==> src/axi_mux_pkg.sv <==
`default_nettype none

package axi_mux_pkg;

   localparam int ID_W   = 4;
   localparam int ADDR_W = 32;
   localparam int DATA_W = 64;
   localparam int STRB_W = DATA_W / 8;
   localparam int LEN_W  = 8;
   localparam int SIZE_W = 3;
   localparam int RESP_W = 2;

   typedef enum logic [0:0] {
      PORT_A = 1'b0,
      PORT_B = 1'b1
   } axi_port_e;

   typedef enum logic [RESP_W-1:0] {
      OKAY   = 2'b00,
      EXOKAY = 2'b01,
      SLVERR = 2'b10,
      DECERR = 2'b11
   } axi_resp_e;

endpackage

`default_nettype wire

==> src/axi_bus_if.sv <==
`timescale 1ns/1ps
`default_nettype none

interface axi_bus_if ();
   import axi_mux_pkg::*;

   // Write address.
   logic [ID_W-1:0]   awid;
   logic [ADDR_W-1:0] awaddr;
   logic [LEN_W-1:0]  awlen;
   logic [SIZE_W-1:0] awsize;
   logic              awvalid;
   logic              awready;

   // Write data, no wid.
   logic [DATA_W-1:0] wdata;
   logic [STRB_W-1:0] wstrb;
   logic              wlast;
   logic              wvalid;
   logic              wready;

   // Read address.
   logic [ID_W-1:0]   arid;
   logic [ADDR_W-1:0] araddr;
   logic [LEN_W-1:0]  arlen;
   logic [SIZE_W-1:0] arsize;
   logic              arvalid;
   logic              arready;

   // Read data.
   logic [ID_W-1:0]   rid;
   logic [DATA_W-1:0] rdata;
   logic [RESP_W-1:0] rresp;
   logic              rlast;
   logic              rvalid;
   logic              rready;

   // Write response.
   logic [ID_W-1:0]   bid;
   logic [RESP_W-1:0] bresp;
   logic              bvalid;
   logic              bready;

   modport master (
      output awid, awaddr, awlen, awsize, awvalid, wdata, wstrb, wlast, wvalid,
      output arid, araddr, arlen, arsize, arvalid, rready, bready,
      input  awready, wready, arready, rid, rdata, rresp, rlast, rvalid, bid, bresp, bvalid
   );

   modport slave (
      input  awid, awaddr, awlen, awsize, awvalid, wdata, wstrb, wlast, wvalid,
      input  arid, araddr, arlen, arsize, arvalid, rready, bready,
      output awready, wready, arready, rid, rdata, rresp, rlast, rvalid, bid, bresp, bvalid
   );

endinterface

`default_nettype wire

==> src/register_slice.sv <==
`timescale 1ns/1ps
`default_nettype none

module register_slice #(
   parameter int WIDTH  = 8,
   parameter int STAGES = 1
) (
   input  logic             clk,
   input  logic             rstn,
   input  logic             s_valid,
   output logic             s_ready,
   input  logic [WIDTH-1:0] s_data,
   output logic             m_valid,
   input  logic             m_ready,
   output logic [WIDTH-1:0] m_data
);

   generate
      if (STAGES == 0) begin : g_wire
         assign m_valid = s_valid;
         assign m_data  = s_data;
         assign s_ready = m_ready;
      end else begin : g_chain
         // Index 0 is the input side, index STAGES the output.
         wire [STAGES:0]            valid;
         wire [STAGES:0]            ready;
         wire [STAGES:0][WIDTH-1:0] data;

         assign valid[0]      = s_valid;
         assign data[0]       = s_data;
         assign s_ready       = ready[0];
         assign ready[STAGES] = m_ready;
         assign m_valid       = valid[STAGES];
         assign m_data        = data[STAGES];

         for (genvar i = 0; i < STAGES; i++) begin : g_stage
            logic             valid_q;
            logic [WIDTH-1:0] data_q;

            // Load when empty or draining this cycle.
            assign ready[i] = !valid_q || ready[i+1];

            always_ff @(posedge clk) begin
               if (!rstn) begin
                  valid_q <= 1'b0;
               end else if (ready[i]) begin
                  valid_q <= valid[i];
               end
            end

            always_ff @(posedge clk) begin
               if (ready[i] && valid[i]) begin
                  data_q <= data[i];
               end
            end

            assign valid[i+1] = valid_q;
            assign data[i+1]  = data_q;
         end
      end
   endgenerate

endmodule

`default_nettype wire

==> src/axi_pipe.sv <==
`timescale 1ns/1ps
`default_nettype none

module axi_pipe #(
   parameter int STAGES  = 1,
   parameter int NO_RESP = 0
) (
   input logic       clk,
   input logic       rstn,
   axi_bus_if.slave  up,
   axi_bus_if.master down
);
   import axi_mux_pkg::*;

   localparam int ACH_W = ID_W + ADDR_W + LEN_W + SIZE_W;
   localparam int W_W   = DATA_W + STRB_W + 1;
   localparam int R_W   = ID_W + DATA_W + RESP_W + 1;
   localparam int B_W   = ID_W + RESP_W;
   // Responses go straight through when NO_RESP is set.
   localparam int RESP_STAGES = (NO_RESP != 0) ? 0 : STAGES;

   register_slice #(
      .WIDTH (ACH_W),
      .STAGES(STAGES)
   ) aw_slice (
      .clk    (clk),
      .rstn   (rstn),
      .s_valid(up.awvalid),
      .s_ready(up.awready),
      .s_data ({up.awid, up.awaddr, up.awlen, up.awsize}),
      .m_valid(down.awvalid),
      .m_ready(down.awready),
      .m_data ({down.awid, down.awaddr, down.awlen, down.awsize})
   );

   register_slice #(
      .WIDTH (W_W),
      .STAGES(STAGES)
   ) w_slice (
      .clk    (clk),
      .rstn   (rstn),
      .s_valid(up.wvalid),
      .s_ready(up.wready),
      .s_data ({up.wdata, up.wstrb, up.wlast}),
      .m_valid(down.wvalid),
      .m_ready(down.wready),
      .m_data ({down.wdata, down.wstrb, down.wlast})
   );

   register_slice #(
      .WIDTH (ACH_W),
      .STAGES(STAGES)
   ) ar_slice (
      .clk    (clk),
      .rstn   (rstn),
      .s_valid(up.arvalid),
      .s_ready(up.arready),
      .s_data ({up.arid, up.araddr, up.arlen, up.arsize}),
      .m_valid(down.arvalid),
      .m_ready(down.arready),
      .m_data ({down.arid, down.araddr, down.arlen, down.arsize})
   );

   // Response channels run from the slave side back up.
   register_slice #(
      .WIDTH (R_W),
      .STAGES(RESP_STAGES)
   ) r_slice (
      .clk    (clk),
      .rstn   (rstn),
      .s_valid(down.rvalid),
      .s_ready(down.rready),
      .s_data ({down.rid, down.rdata, down.rresp, down.rlast}),
      .m_valid(up.rvalid),
      .m_ready(up.rready),
      .m_data ({up.rid, up.rdata, up.rresp, up.rlast})
   );

   register_slice #(
      .WIDTH (B_W),
      .STAGES(RESP_STAGES)
   ) b_slice (
      .clk    (clk),
      .rstn   (rstn),
      .s_valid(down.bvalid),
      .s_ready(down.bready),
      .s_data ({down.bid, down.bresp}),
      .m_valid(up.bvalid),
      .m_ready(up.bready),
      .m_data ({up.bid, up.bresp})
   );

endmodule

`default_nettype wire

==> src/axi_mux.sv <==
`timescale 1ns/1ps
`default_nettype none

module axi_mux #(
   parameter int ID_BIT  = axi_mux_pkg::ID_W - 1,
   parameter int DELAY   = 1,
   parameter int NO_RESP = 0
) (
   input logic       clk,
   input logic       rstn,
   axi_bus_if.slave  a,
   axi_bus_if.slave  b,
   axi_bus_if.master out_q
);
   import axi_mux_pkg::*;

   axi_bus_if bus_arb ();

   axi_port_e last_aw_q;
   axi_port_e last_ar_q;
   axi_port_e aw_cur_q;
   axi_port_e ar_cur_q;
   logic      aw_hold_q;
   logic      ar_hold_q;
   axi_port_e aw_sel;
   axi_port_e ar_sel;
   logic      lock_q;
   axi_port_e lock_port_q;
   logic      aw_fire;
   logic      ar_fire;
   logic      wlast_fire;
   logic      aw_is_b;
   logic      ar_is_b;
   logic      w_is_b;
   logic      r_is_b;
   logic      bid_is_b;

   // Round robin, the other port wins a tie.
   function automatic axi_port_e pick(axi_port_e last, logic va, logic vb);
      axi_port_e sel;
      if (va && vb) begin
         sel = (last == PORT_A) ? PORT_B : PORT_A;
      end else if (vb) begin
         sel = PORT_B;
      end else begin
         sel = PORT_A;
      end
      return sel;
   endfunction

   // A stalled request keeps its port until taken.
   assign aw_sel = aw_hold_q ? aw_cur_q : pick(last_aw_q, a.awvalid, b.awvalid);
   assign ar_sel = ar_hold_q ? ar_cur_q : pick(last_ar_q, a.arvalid, b.arvalid);

   assign aw_fire    = bus_arb.awvalid && bus_arb.awready;
   assign ar_fire    = bus_arb.arvalid && bus_arb.arready;
   assign wlast_fire = bus_arb.wvalid && bus_arb.wready && bus_arb.wlast;

   always_ff @(posedge clk) begin
      if (!rstn) begin
         last_aw_q <= PORT_A;
         last_ar_q <= PORT_A;
         aw_cur_q  <= PORT_A;
         ar_cur_q  <= PORT_A;
         aw_hold_q <= 1'b0;
         ar_hold_q <= 1'b0;
      end else begin
         aw_cur_q  <= aw_sel;
         ar_cur_q  <= ar_sel;
         aw_hold_q <= bus_arb.awvalid && !bus_arb.awready;
         ar_hold_q <= bus_arb.arvalid && !bus_arb.arready;
         if (aw_fire) begin
            last_aw_q <= aw_sel;
         end
         if (ar_fire) begin
            last_ar_q <= ar_sel;
         end
      end
   end

   // W follows the AW winner up to its wlast beat.
   always_ff @(posedge clk) begin
      if (!rstn) begin
         lock_q      <= 1'b0;
         lock_port_q <= PORT_A;
      end else if (wlast_fire) begin
         lock_q <= 1'b0;
      end else if (aw_fire) begin
         lock_q      <= 1'b1;
         lock_port_q <= aw_sel;
      end
   end

   assign aw_is_b = (aw_sel == PORT_B);
   assign ar_is_b = (ar_sel == PORT_B);
   assign w_is_b  = (lock_port_q == PORT_B);

   assign bus_arb.awid    = aw_is_b ? b.awid : a.awid;
   assign bus_arb.awaddr  = aw_is_b ? b.awaddr : a.awaddr;
   assign bus_arb.awlen   = aw_is_b ? b.awlen : a.awlen;
   assign bus_arb.awsize  = aw_is_b ? b.awsize : a.awsize;
   assign bus_arb.awvalid = (aw_is_b ? b.awvalid : a.awvalid) && !lock_q;
   assign a.awready       = bus_arb.awready && !lock_q && !aw_is_b;
   assign b.awready       = bus_arb.awready && !lock_q && aw_is_b;

   assign bus_arb.wdata  = w_is_b ? b.wdata : a.wdata;
   assign bus_arb.wstrb  = w_is_b ? b.wstrb : a.wstrb;
   assign bus_arb.wlast  = w_is_b ? b.wlast : a.wlast;
   assign bus_arb.wvalid = (w_is_b ? b.wvalid : a.wvalid) && lock_q;
   assign a.wready       = bus_arb.wready && lock_q && !w_is_b;
   assign b.wready       = bus_arb.wready && lock_q && w_is_b;

   assign bus_arb.arid    = ar_is_b ? b.arid : a.arid;
   assign bus_arb.araddr  = ar_is_b ? b.araddr : a.araddr;
   assign bus_arb.arlen   = ar_is_b ? b.arlen : a.arlen;
   assign bus_arb.arsize  = ar_is_b ? b.arsize : a.arsize;
   assign bus_arb.arvalid = ar_is_b ? b.arvalid : a.arvalid;
   assign a.arready       = bus_arb.arready && !ar_is_b;
   assign b.arready       = bus_arb.arready && ar_is_b;

   // Responses are routed by one ID bit.
   assign r_is_b   = bus_arb.rid[ID_BIT];
   assign bid_is_b = bus_arb.bid[ID_BIT];

   assign a.rvalid       = bus_arb.rvalid && !r_is_b;
   assign b.rvalid       = bus_arb.rvalid && r_is_b;
   assign bus_arb.rready = r_is_b ? b.rready : a.rready;
   assign a.bvalid       = bus_arb.bvalid && !bid_is_b;
   assign b.bvalid       = bus_arb.bvalid && bid_is_b;
   assign bus_arb.bready = bid_is_b ? b.bready : a.bready;

   assign a.rid   = bus_arb.rid;
   assign a.rdata = bus_arb.rdata;
   assign a.rresp = bus_arb.rresp;
   assign a.rlast = bus_arb.rlast;
   assign b.rid   = bus_arb.rid;
   assign b.rdata = bus_arb.rdata;
   assign b.rresp = bus_arb.rresp;
   assign b.rlast = bus_arb.rlast;
   assign a.bid   = bus_arb.bid;
   assign a.bresp = bus_arb.bresp;
   assign b.bid   = bus_arb.bid;
   assign b.bresp = bus_arb.bresp;

   axi_pipe #(
      .STAGES (DELAY),
      .NO_RESP(NO_RESP)
   ) u_pipe (
      .clk (clk),
      .rstn(rstn),
      .up  (bus_arb),
      .down(out_q)
   );

endmodule

`default_nettype wire

==> src/axi_mux_top.sv <==
`timescale 1ns/1ps
`default_nettype none

module axi_mux_top #(
   parameter int DELAY   = 1,
   parameter int NO_RESP = 0,
   parameter int ID_BIT  = axi_mux_pkg::ID_W - 1
) (
   input  logic                           clk,
   input  logic                           rstn,
   // Master A.
   input  logic [axi_mux_pkg::ID_W-1:0]   a_awid, a_arid,
   input  logic [axi_mux_pkg::ADDR_W-1:0] a_awaddr, a_araddr,
   input  logic [axi_mux_pkg::LEN_W-1:0]  a_awlen, a_arlen,
   input  logic [axi_mux_pkg::SIZE_W-1:0] a_awsize, a_arsize,
   input  logic [axi_mux_pkg::DATA_W-1:0] a_wdata,
   input  logic [axi_mux_pkg::STRB_W-1:0] a_wstrb,
   input  logic                           a_awvalid, a_wvalid, a_wlast, a_arvalid,
   input  logic                           a_rready, a_bready,
   output logic                           a_awready, a_wready, a_arready,
   output logic [axi_mux_pkg::ID_W-1:0]   a_rid, a_bid,
   output logic [axi_mux_pkg::DATA_W-1:0] a_rdata,
   output logic [axi_mux_pkg::RESP_W-1:0] a_rresp, a_bresp,
   output logic                           a_rlast, a_rvalid, a_bvalid,
   // Master B.
   input  logic [axi_mux_pkg::ID_W-1:0]   b_awid, b_arid,
   input  logic [axi_mux_pkg::ADDR_W-1:0] b_awaddr, b_araddr,
   input  logic [axi_mux_pkg::LEN_W-1:0]  b_awlen, b_arlen,
   input  logic [axi_mux_pkg::SIZE_W-1:0] b_awsize, b_arsize,
   input  logic [axi_mux_pkg::DATA_W-1:0] b_wdata,
   input  logic [axi_mux_pkg::STRB_W-1:0] b_wstrb,
   input  logic                           b_awvalid, b_wvalid, b_wlast, b_arvalid,
   input  logic                           b_rready, b_bready,
   output logic                           b_awready, b_wready, b_arready,
   output logic [axi_mux_pkg::ID_W-1:0]   b_rid, b_bid,
   output logic [axi_mux_pkg::DATA_W-1:0] b_rdata,
   output logic [axi_mux_pkg::RESP_W-1:0] b_rresp, b_bresp,
   output logic                           b_rlast, b_rvalid, b_bvalid,
   // Slave.
   output logic [axi_mux_pkg::ID_W-1:0]   s_awid, s_arid,
   output logic [axi_mux_pkg::ADDR_W-1:0] s_awaddr, s_araddr,
   output logic [axi_mux_pkg::LEN_W-1:0]  s_awlen, s_arlen,
   output logic [axi_mux_pkg::SIZE_W-1:0] s_awsize, s_arsize,
   output logic [axi_mux_pkg::DATA_W-1:0] s_wdata,
   output logic [axi_mux_pkg::STRB_W-1:0] s_wstrb,
   output logic                           s_awvalid, s_wvalid, s_wlast, s_arvalid,
   output logic                           s_rready, s_bready,
   input  logic                           s_awready, s_wready, s_arready,
   input  logic [axi_mux_pkg::ID_W-1:0]   s_rid, s_bid,
   input  logic [axi_mux_pkg::DATA_W-1:0] s_rdata,
   input  logic [axi_mux_pkg::RESP_W-1:0] s_rresp, s_bresp,
   input  logic                           s_rlast, s_rvalid, s_bvalid
);

   axi_bus_if bus_a ();
   axi_bus_if bus_b ();
   axi_bus_if bus_s ();

   // Master A requests in, responses out.
   assign {bus_a.awid, bus_a.awaddr, bus_a.awlen, bus_a.awsize, bus_a.awvalid} =
          {a_awid, a_awaddr, a_awlen, a_awsize, a_awvalid};
   assign {bus_a.wdata, bus_a.wstrb, bus_a.wlast, bus_a.wvalid} =
          {a_wdata, a_wstrb, a_wlast, a_wvalid};
   assign {bus_a.arid, bus_a.araddr, bus_a.arlen, bus_a.arsize, bus_a.arvalid} =
          {a_arid, a_araddr, a_arlen, a_arsize, a_arvalid};
   assign {bus_a.rready, bus_a.bready} = {a_rready, a_bready};
   assign {a_awready, a_wready, a_arready} = {bus_a.awready, bus_a.wready, bus_a.arready};
   assign {a_rid, a_rdata, a_rresp, a_rlast, a_rvalid} =
          {bus_a.rid, bus_a.rdata, bus_a.rresp, bus_a.rlast, bus_a.rvalid};
   assign {a_bid, a_bresp, a_bvalid} = {bus_a.bid, bus_a.bresp, bus_a.bvalid};

   // Master B.
   assign {bus_b.awid, bus_b.awaddr, bus_b.awlen, bus_b.awsize, bus_b.awvalid} =
          {b_awid, b_awaddr, b_awlen, b_awsize, b_awvalid};
   assign {bus_b.wdata, bus_b.wstrb, bus_b.wlast, bus_b.wvalid} =
          {b_wdata, b_wstrb, b_wlast, b_wvalid};
   assign {bus_b.arid, bus_b.araddr, bus_b.arlen, bus_b.arsize, bus_b.arvalid} =
          {b_arid, b_araddr, b_arlen, b_arsize, b_arvalid};
   assign {bus_b.rready, bus_b.bready} = {b_rready, b_bready};
   assign {b_awready, b_wready, b_arready} = {bus_b.awready, bus_b.wready, bus_b.arready};
   assign {b_rid, b_rdata, b_rresp, b_rlast, b_rvalid} =
          {bus_b.rid, bus_b.rdata, bus_b.rresp, bus_b.rlast, bus_b.rvalid};
   assign {b_bid, b_bresp, b_bvalid} = {bus_b.bid, bus_b.bresp, bus_b.bvalid};

   // Slave side, requests out and responses in.
   assign {s_awid, s_awaddr, s_awlen, s_awsize, s_awvalid} =
          {bus_s.awid, bus_s.awaddr, bus_s.awlen, bus_s.awsize, bus_s.awvalid};
   assign {s_wdata, s_wstrb, s_wlast, s_wvalid} =
          {bus_s.wdata, bus_s.wstrb, bus_s.wlast, bus_s.wvalid};
   assign {s_arid, s_araddr, s_arlen, s_arsize, s_arvalid} =
          {bus_s.arid, bus_s.araddr, bus_s.arlen, bus_s.arsize, bus_s.arvalid};
   assign {s_rready, s_bready} = {bus_s.rready, bus_s.bready};
   assign {bus_s.awready, bus_s.wready, bus_s.arready} = {s_awready, s_wready, s_arready};
   assign {bus_s.rid, bus_s.rdata, bus_s.rresp, bus_s.rlast, bus_s.rvalid} =
          {s_rid, s_rdata, s_rresp, s_rlast, s_rvalid};
   assign {bus_s.bid, bus_s.bresp, bus_s.bvalid} = {s_bid, s_bresp, s_bvalid};

   axi_mux #(
      .ID_BIT (ID_BIT),
      .DELAY  (DELAY),
      .NO_RESP(NO_RESP)
   ) u_mux (
      .clk  (clk),
      .rstn (rstn),
      .a    (bus_a),
      .b    (bus_b),
      .out_q(bus_s)
   );

endmodule

`default_nettype wire

==> config.mk <==
export PLATFORM = sky130hd
export DESIGN_NAME = axi_mux_top
export DESIGN_NICKNAME = d
export VERILOG_FILES = /design/src/axi_mux_pkg.sv /design/src/axi_bus_if.sv /design/src/register_slice.sv /design/src/axi_pipe.sv /design/src/axi_mux.sv /design/src/axi_mux_top.sv
export SDC_FILE = /design/constraint.sdc
export NUM_CORES = 1
export LEC_CHECK = 0
export BUFFER_PORTS_ARGS = -buffer_cell sky130_fd_sc_hd__buf_2
export CORE_AREA = 8 8 293 295
export DETAILED_ROUTE_END_ITERATION = 16
export DIE_AREA = 0 0 301 303
export SLEW_MARGIN = 30
export SYNTH_ARGS = -nofsm -noshare
export SYNTH_HDL_FRONTEND = slang
export SYNTH_HIERARCHICAL = 1
export SYNTH_SLANG_ARGS = --single-unit
==> constraint.sdc <==
create_clock -name clk -period 2.4 [get_ports clk]
set_input_delay 0.24 -clock clk [delete_from_list [all_inputs] [get_ports clk]]
set_output_delay 0.24 -clock clk [all_outputs]
set_load 0.03 [all_outputs]
; ---- Word level (Yosys, flattened, before mapping)
; Cells that the tools add are included.
[word_totals]
regBits = 257
inputBits = 428
output_inout_bits = 336
wordCells = 88
[op_classes]
mux = 24
bitwise_logic = 2
reduce_logical = 44
[op_table]
columns = operator, n
row1 = 32-bit 2-to-1 mux, 2
row2 = 64-bit 2-to-1 mux, 1
row3 = 1-bit logical AND, 24
row4 = 8-bit 2-to-1 mux, 3
row5 = 1-bit 2-to-1 mux, 14
row6 = 1-bit zero test, 13
row7 = 4-bit 2-to-1 mux, 2
row8 = 3-bit 2-to-1 mux, 2
row9 = 1-bit logical OR, 5
row10 = 1-bit NOT, 2
row11 = 2-bit AND reduction, 1
row12 = 2-bit OR reduction, 1

; ---- Longest topological paths before layout
; Gate-level depths: netlist (run 1).
[depth]
depth_word = 7
depth_mapped = 5
ltp_nobuf = 5

; ---- By module
; Netlist (run 1), hierarchy kept.
[modules_own_cells]
columns = module, n_inst, cells_each, area_per_inst_um2, seq_area_each_um2
row1 = axi_mux, 1, 312, 3093.0, 160.2
row2 = register_slice at u_mux.u_pipe.ar_slice ..., 2, 52, 1468.9, 1431.4
row3 = register_slice at u_mux.u_pipe.w_slice, 1, 78, 2249.7, 2212.1
row4 = register_slice at u_mux.u_pipe.r_slice, 1, 76, 2189.6, 2152.1
row5 = register_slice at u_mux.u_pipe.b_slice, 1, 11, 237.7, 200.2

; ---- Worst setup path after synthesis (run 1)
; OpenSTA, ideal clock, no wires.
[synth_timing]
path_type = register to register
from = reg u_mux.u_pipe.r_slice.g_chain.g_stage[0].data_q[70] (netlist: u_mux/u_pipe/r_slice/m_data[70])
to = reg u_mux.u_pipe.r_slice.g_chain.g_stage[0].data_q[0] (netlist: u_mux/u_pipe/r_slice/m_data[0]) (enable)
setup_ns = 0.379
arrival_ns = 1.616
required_ns = 2.021
slack_ns = 0.405
path_stages_with_launch = 4
n_path_buf = 0
synth_period_minus_slack_ns = 1.995
cell_sequence = edfxtp_1 > mux2_2 > nand2b_4 > and2_4
[synth_via]
elab_chain_cells = 3
[synth_lines]
columns = element, line
row1 = start: declaration, register_slice.sv:38  ; logic [WIDTH-1:0] data_q;
row2 = start signal: assignment, register_slice.sv:53  ; data_q <= data[i];
row3 = 1-bit 2-to-1 mux, axi_mux.sv:127  ; assign bus_arb.rready = r_is_b ? b.rready : a.rready;
row4 = via u_mux.bus_arb.rready, axi_bus_if.sv:36  ; logic rready;
row5 = 1-bit logical OR, register_slice.sv:41  ; assign ready[i] = !valid_q || ready[i+1];
row6 = via s_rready, axi_mux_top.sv:47  ; output logic s_rready, s_bready,
row7 = 1-bit logical AND, register_slice.sv:52  ; if (ready[i] && valid[i]) begin
; The timed path passes the listed nets, and every way through them passes these cells.
; A chain may end at the register's enable or synchronous reset.

; ---- Final worst setup path (run 1)
[layout_timing]
from = reg u_mux.aw_hold_q
to = reg u_mux.u_pipe.aw_slice.g_chain.g_stage[0].data_q[28] (netlist: u_mux/u_pipe/aw_slice/m_data[28]) (data pin)
[layout_via]
elab_chain_cells = 2
[layout_lines]
columns = element, line
row1 = start: declaration, axi_mux.sv:23  ; logic aw_hold_q;
row2 = start signal: assignment, axi_mux.sv:70  ; aw_hold_q <= bus_arb.awvalid && !bus_arb.awready;
row3 = 1-bit 2-to-1 mux, axi_mux.sv:52  ; assign aw_sel = aw_hold_q ? aw_cur_q : pick(last_aw_q, a.awvalid, b.awvalid);
row4 = 32-bit 2-to-1 mux, axi_mux.sv:99  ; assign bus_arb.awaddr = aw_is_b ? b.awaddr : a.awaddr;
row5 = via u_mux.bus_arb.awaddr[17], axi_bus_if.sv:9  ; logic [ADDR_W-1:0] awaddr;
row6 = end signal: assignment, register_slice.sv:53
row7 = end: declaration, register_slice.sv:38
; The timed path passes the listed nets, and every way through them passes these cells.

==> impl_metrics.py, run 1 <==
metrics = {
    "timing": {
        "rsz0062_at_grt": "false",
        "max_freq_ghz": 0.433,
        "tightest_slew_ns": 0.610,
        "finalHoldViolCount": 0,
        "setup_viol": 0,
        "slew_headroom_pct": 59.3,
        "slew_viol_final": 0,
        "final.min_clock_period_ns": 2.31,
        "setup_tns_ns": 0,
        "skew_ns": 0.0118,
        "post-route-period-util_pct": 96.2,
    },
    "worst_setup_path": {
        "reg2reg_depth": 5,
        "rr_endpoint": "u_mux/u_pipe/aw_slice/m_data[28]",
        "worstSetupEndpoint": "u_mux/u_pipe/aw_slice/m_data[28]",
        "required_ns": 2.72,
        "rrSetupSlack_ns": 0.09,
        "startpoint_type": "flop",
        "worstPathArrival_ns": 2.63,
        "crit_type": "reg -> reg",
        "endpoint_kind": "flop",
        "crit_fanout": 50,
        "timing.rr.start": "u_mux/aw_hold_q",
        "startpoint": "u_mux/aw_hold_q",
    },
    "global_routing": {
        "top_usage_layer": "met2",
        "gr-usage-met2_pct": 19.0,
        "grt_max_degree": 77,
        "grt_pass1_wl_mm": 73.5,
        "grt_use_total_pct": 10.9,
        "use_met3_pct": 3.69,
        "first_global_vias": 10679,
        "met1_usage_pct": 12.3,
        "antenna_found_initial": 16,
        "overflow": 0,
    },
    "detailed_routing": {
        "drt-initial-drc-count": 459,
        "wirelength_mm": 54.2,
        "via_per_inst": 3.40,
        "drc": 0,
        "ant_nets": 0,
        "wl_per_cell_um": 19.4,
        "num_vias": 9524,
        "drt_first_pass_iters": 4,
    },
    "yosys": {
        "synth_seq_area_share_pct": 70.9,
        "yosysMostFrequentCell": "edfxtp_1",
        "yosys-top-cells-count": "edfxtp_1, mux2_2, buf_4",
        "ys_types": 33,
        "yosysWarnings": 6,
        "synth_cells": 581,
        "yosys.area.top_type": "edfxtp_1",
        "syn_area_mm2": 0.0107,
        "synth_top_area_share_pct": 68.4,
        "synth-main-ff-cell": "edfxtp_1",
        "synth-edff-count": 244,
        "ys_ff_latch": 257,
        "postSynthAreaPerCell_um2": 18.4,
        "async_flop_share_pct": 0,
        "synth_nets": 1009,
        "synth_area_leaders": "edfxtp_1, mux2_2, buf_4",
    },
    "pwr": {
        "power_w": 0.0138,
        "p_per_area_mw_per_mm2": 675,
        "ir_drop_mv": 0.612,
        "power_leakage_nw": 8.64,
    },
    "floorplanning": {
        "rows": 105,
        "core-area_mm2": 0.0812,
        "die_area_mm2": 0.0912,
        "start_util_pct": 13.2,
        "ios": 764,
        "die_y_um": 303,
        "die_x_um": 301,
    },
    "clock_network": {
        "worstSkewPairLatency_ns": 0.58,
        "post_cts_buffers": 0,
        "hold_buffers": 410,
        "clk_pin_slew_ns": 0.06,
        "tritoncts": "built",
        "cts_buffers": 30,
        "ctsLongestPathBuffers": 3,
        "cts_sinks": 257,
        "cts_resized": 0,
        "htreeDepth": 1,
        "cts_root_buf": "clkbuf_16",
    },
    "placement": {
        "hpwl_mm": 42.0,
        "place_congestion": 0.835,
        "io_buffers": 763,
        "dp_cells": 2332,
    },
    "finish": {
        "area_growth_syn_to_layout_pct": 91.1,
        "drive_above_1_share_pct": 58.2,
        "finalNetCount": 2132,
        "instances_no_fill": 2800,
        "n_fill_cell": 8369,
    },
    "worst_hold_path": {
        "min_path_cells": 2,
        "hold_path.class": "in -> reg",
    },
    "job": {
        "max_cap_violations": 0,
    },
    "outcome": {
        "status": "finished clean",
    },
}
state kept, by name (all words and copies together), names as in the netlist:
signal                         flops
u_mux/u_pipe/w_slice/m_data       73
u_mux/u_pipe/r_slice/m_data       71
u_mux/u_pipe/ar_slice/m_data      47
u_mux/u_pipe/aw_slice/m_data      47
u_mux/u_pipe/b_slice/m_data        6
u_mux/ar_cur_q                     1
u_mux/ar_hold_q                    1
u_mux/aw_cur_q                     1
u_mux/aw_hold_q                    1
u_mux/last_ar_q                    1
u_mux/last_aw_q                    1
u_mux/lock_port_q                  1
u_mux/lock_q                       1
u_mux/u_pipe/ar_slice/m_valid      1
u_mux/u_pipe/aw_slice/m_valid      1
u_mux/u_pipe/b_slice/m_valid       1
u_mux/u_pipe/r_slice/m_valid       1
u_mux/u_pipe/w_slice/m_valid       1
through the flow:
step	utilization [%]	area (um2)	worst slack, ns	hold slack, ns
after global routing	25.2	20500	0.0564	0.0261
after detailed placement	18.9	15300	0.520	0.418
after floorplan	-	10700	0.405	0.339
final	25.2	20500	0.0907	0.0385
after CTS	25.2	20500	0.113	0.00928
after global placement	18.9	15300	0.529	0.417
worst min-delay path by stage:
stage,end,slack (ns),from
2_1_floorplan,u_mux/u_pipe/b_slice/m_data[0],0.34,s_bresp[0]
3_3_place_gp,u_mux/u_pipe/r_slice/m_data[15],0.42,s_rdata[12]
3_5_place_dp,u_mux/u_pipe/r_slice/m_data[26],0.42,s_rdata[23]
4_1_cts,u_mux/u_pipe/w_slice/m_data[32],0.009,a_wdata[23]
5_1_grt,u_mux/u_pipe/w_slice/m_data[32],0.03,a_wdata[23]
6_report,u_mux/u_pipe/ar_slice/m_data[36],0.04,a_araddr[25]
layout make-up:
class                      count  area [um2]  area share, %
sequential                   257        7590           37.1
multi-input combinational    221        2350           11.5
antenna                        2        5.00         0.0245
tap                         1070        1340           6.54
clock inverter                24         224           1.09
timing repair buffer        1187        8140           39.8
inverter                       7        26.3          0.128
clock buffer                  32         779           3.81
cells in the final DEF (no fill, tap or decap), types with 5 or more instances in the layout:
cell type	n
clkinv_2	6
buf_4	5
nor2_1	5
inv_1	7
dlygate4sd3_1	410
clkinv_1	9
buf_2	763
and2_4	5
edfxtp_1	244
dfxtp_1	12
buf_12	9
clkbuf_16	31
mux2_1	8
nand2b_4	5
mux2_2	161
a21boi_2	5
kinds of logic (layout without fill, tap and decap cells):
| logic type | after synthesis | in the layout | share of synthesized area (%) |
|---|---|---|---|
| AOI/OAI and AO/OA | 18 | 18 | 1.76 |
| DFF | 257 | 257 | 70.9 |
| muxes | 171 | 171 | 18.0 |
| other | 0 | 2 | 0 |
| buffers and inverters | 103 | 1250 | 7.22 |
| and+or+nand+nor | 32 | 32 | 2.20 |
layer usage:
layer	up-vias	share of wire [%]
li1	4381	-
met5	-	0.031
met4	2	3.5
met2	543	49
met1	4523	38
met3	75	9.5
where the power goes:
group          switching (W)  internal (W)
sequential          0.000182       0.00544
clock                0.00191       0.00276
combinational        0.00194       0.00159
worst max-delay path: stages, from the launching register on:
cell and delay, ns:
dfxtp_1 0.47, nor2b_2 0.10, a22oi_4 0.18, buf_12 0.27, mux2_2 0.39, dlygate4sd3_1 0.57
No activity file was read; power rests on OpenSTA's default activity.
==> run 2: changes to the inputs <==
--- a/config.mk
+++ b/config.mk
@@ -6,9 +6,9 @@
 export NUM_CORES = 1
 export LEC_CHECK = 0
 export BUFFER_PORTS_ARGS = -buffer_cell sky130_fd_sc_hd__buf_2
-export CORE_AREA = 8 8 293 295
+export CORE_AREA = 8 8 288 290
 export DETAILED_ROUTE_END_ITERATION = 16
-export DIE_AREA = 0 0 301 303
+export DIE_AREA = 0 0 296 298
 export SLEW_MARGIN = 30
 export SYNTH_ARGS = -nofsm -noshare
 export SYNTH_HDL_FRONTEND = slang
==> run 2 against run 1 <==
  * Worst hold slack better by 0.0041 ns
  * Largest cell class unchanged
  * Critical endpoint is now u_mux/u_pipe/aw_slice/m_data[2]
  * Flip-flop and latch count did not move
  * First-iteration DRC count is 5.2% lower
==> impl_metrics.py, run 2 (same netlist as run 1, synthesis figures left out) <==
metrics = {
    "outcome": {
        "status": "finished clean",
    },
    "global_routing": {
        "met1_usage_pct": 11.9,
        "use_met3_pct": 3.64,
        "gr-usage-met2_pct": 19.3,
        "top_usage_layer": "met2",
        "grt_pass1_wl_mm": 71.4,
        "overflow": 0,
        "first_global_vias": 10886,
        "antenna_found_initial": 9,
        "grt_max_degree": 77,
        "grt_use_total_pct": 10.7,
    },
    "timing": {
        "tightest_slew_ns": 0.653,
        "final.min_clock_period_ns": 2.29,
        "fin_ws_ns": 0.110,
        "slew_headroom_pct": 56.5,
        "slew_viol_final": 0,
        "setup_viol": 0,
        "finalHoldViolCount": 0,
        "post-route-period-util_pct": 95.4,
        "max_freq_ghz": 0.437,
        "skew_ns": 0.0135,
        "setup_tns_ns": 0,
        "rsz0062_at_grt": "false",
    },
    "pwr": {
        "seq_power_share_pct": 41.8,
        "p_sw_share_pct": 29.3,
        "combPwrFrac_pct": 26.1,
        "switching_power_w": 0.00394,
        "power_leakage_nw": 8.61,
        "power_w": 0.0134,
        "ir_drop_mv": 0.508,
        "p_per_area_mw_per_mm2": 659,
        "p_int_w": 0.00950,
        "clockPowerShare_pct": 32.1,
    },
    "floorplanning": {
        "die_x_um": 296,
        "start_util_pct": 13.7,
        "die_y_um": 298,
        "ios": 764,
        "core-area_mm2": 0.0784,
        "rows": 103,
        "die_area_mm2": 0.0882,
    },
    "clock_network": {
        "cts_sinks": 257,
        "cts_root_buf": "clkbuf_16",
        "htreeDepth": 1,
        "cts_buffers": 31,
        "worstSkewPairLatency_ns": 0.58,
        "tritoncts": "built",
        "hold_buffers": 415,
        "post_cts_buffers": 0,
        "cts_resized": 0,
        "ctsLongestPathBuffers": 3,
        "clk_pin_slew_ns": 0.06,
    },
    "worst_setup_path": {
        "endpoint_kind": "flop",
        "critical_path.cell_chain": "nor2b_2 > a22oi_4 > buf_12 > mux2_2 > dlygate4sd3_1",
        "crit_type": "reg -> reg",
        "reg2reg_depth": 5,
        "startpoint_type": "flop",
        "worst-path-stages": 5,
        "worstPathArrival_ns": 2.62,
        "crit_fanout": 49,
        "cpPeakStageDelay_ns": 0.56,
        "critical_path_buf_inv_count": 2,
        "critPathTopFamily": "buffers and inverters",
        "slowest_stage": "dlygate4sd3_1",
        "required_ns": 2.73,
    },
    "detailed_routing": {
        "drc": 0,
        "ant_nets": 0,
        "wirelength_mm": 51.2,
        "drt_first_pass_iters": 6,
        "num_vias": 9595,
        "drt-initial-drc-count": 435,
        "wl_per_cell_um": 18.4,
        "via_per_inst": 3.44,
    },
    "worst_hold_path": {
        "min_path_cells": 2,
        "hold_path.class": "in -> reg",
    },
    "placement": {
        "hpwl_mm": 39.0,
        "dp_cells": 2313,
        "place_congestion": 0.796,
        "pre_cts_ws_ns": 0.532,
        "io_buffers": 763,
    },
    "finish": {
        "area_growth_syn_to_layout_pct": 90.3,
        "finalNetCount": 2139,
        "final_util_pct": 26.0,
        "instances_no_fill": 2786,
        "final_common_cell": "buf_2",
        "final_cell_mix": "buf_2, dlygate4sd3_1, edfxtp_1",
        "largest_reg_flops": 73,
        "drive_above_1_share_pct": 57.7,
    },
    "job": {
        "max_cap_violations": 0,
    },
}
## run 2: final cells by class
type,count,area (um2)
Multi-Input combinational cell,221,2350
Timing Repair Buffer,1193,8170
Sequential cell,257,7590
Inverter,7,26.3
Antenna cell,4,10.0
Fill cell,8048,58000
Clock inverter,12,93.8
Tap cell,1050,1310
Clock buffer,42,817
## run 2: path summary, 6_finish.rpt
kind | startpoint | to | slack (ns)
max | u_mux/aw_hold_q | u_mux/u_pipe/aw_slice/m_data[2] | 0.11
min | a_wlast | u_mux/u_pipe/w_slice/m_data[0] | 0.04
max reg2reg | u_mux/aw_hold_q | u_mux/u_pipe/aw_slice/m_data[2] | 0.11
min reg2reg | u_mux/last_ar_q | u_mux/last_ar_q | 0.50
## run 2: power groups by stage
stage	combinational, W	clock, W	sequential [W]
floorplan	0.000997	0	0.00640
global placement	0.00274	0	0.00569
detailed placement	0.00275	0	0.00569
CTS	0.00350	0.00448	0.00561
global route	0.00370	0.00462	0.00565
finish	0.00351	0.00432	0.00561
## run 2: routing by layer
layer	vias up	routed length, um
li1	4404	-
met1	4585	19200
met2	536	25200
met5	-	12
met4	2	1350
met3	68	5430
## run 2: worst reg2reg max path, delay by kind of cell (launching register included)
family / cells / cell delay [ns]
and+or+nand+nor: 1 / 0.10
AOI/OAI and AO/OA: 1 / 0.20
buffers and inverters: 2 / 0.83
DFF: 1 / 0.46
muxes: 1 / 0.46
## run 2: stage by stage
step           instance area, um2  hold slack (ns)
5_1_grt                     20400           0.0110
2_1_floorplan               10700            0.339
3_3_place_gp                15300            0.417
3_5_place_dp                15300            0.418
4_1_cts                     20400          0.00175
6_report                    20400           0.0426
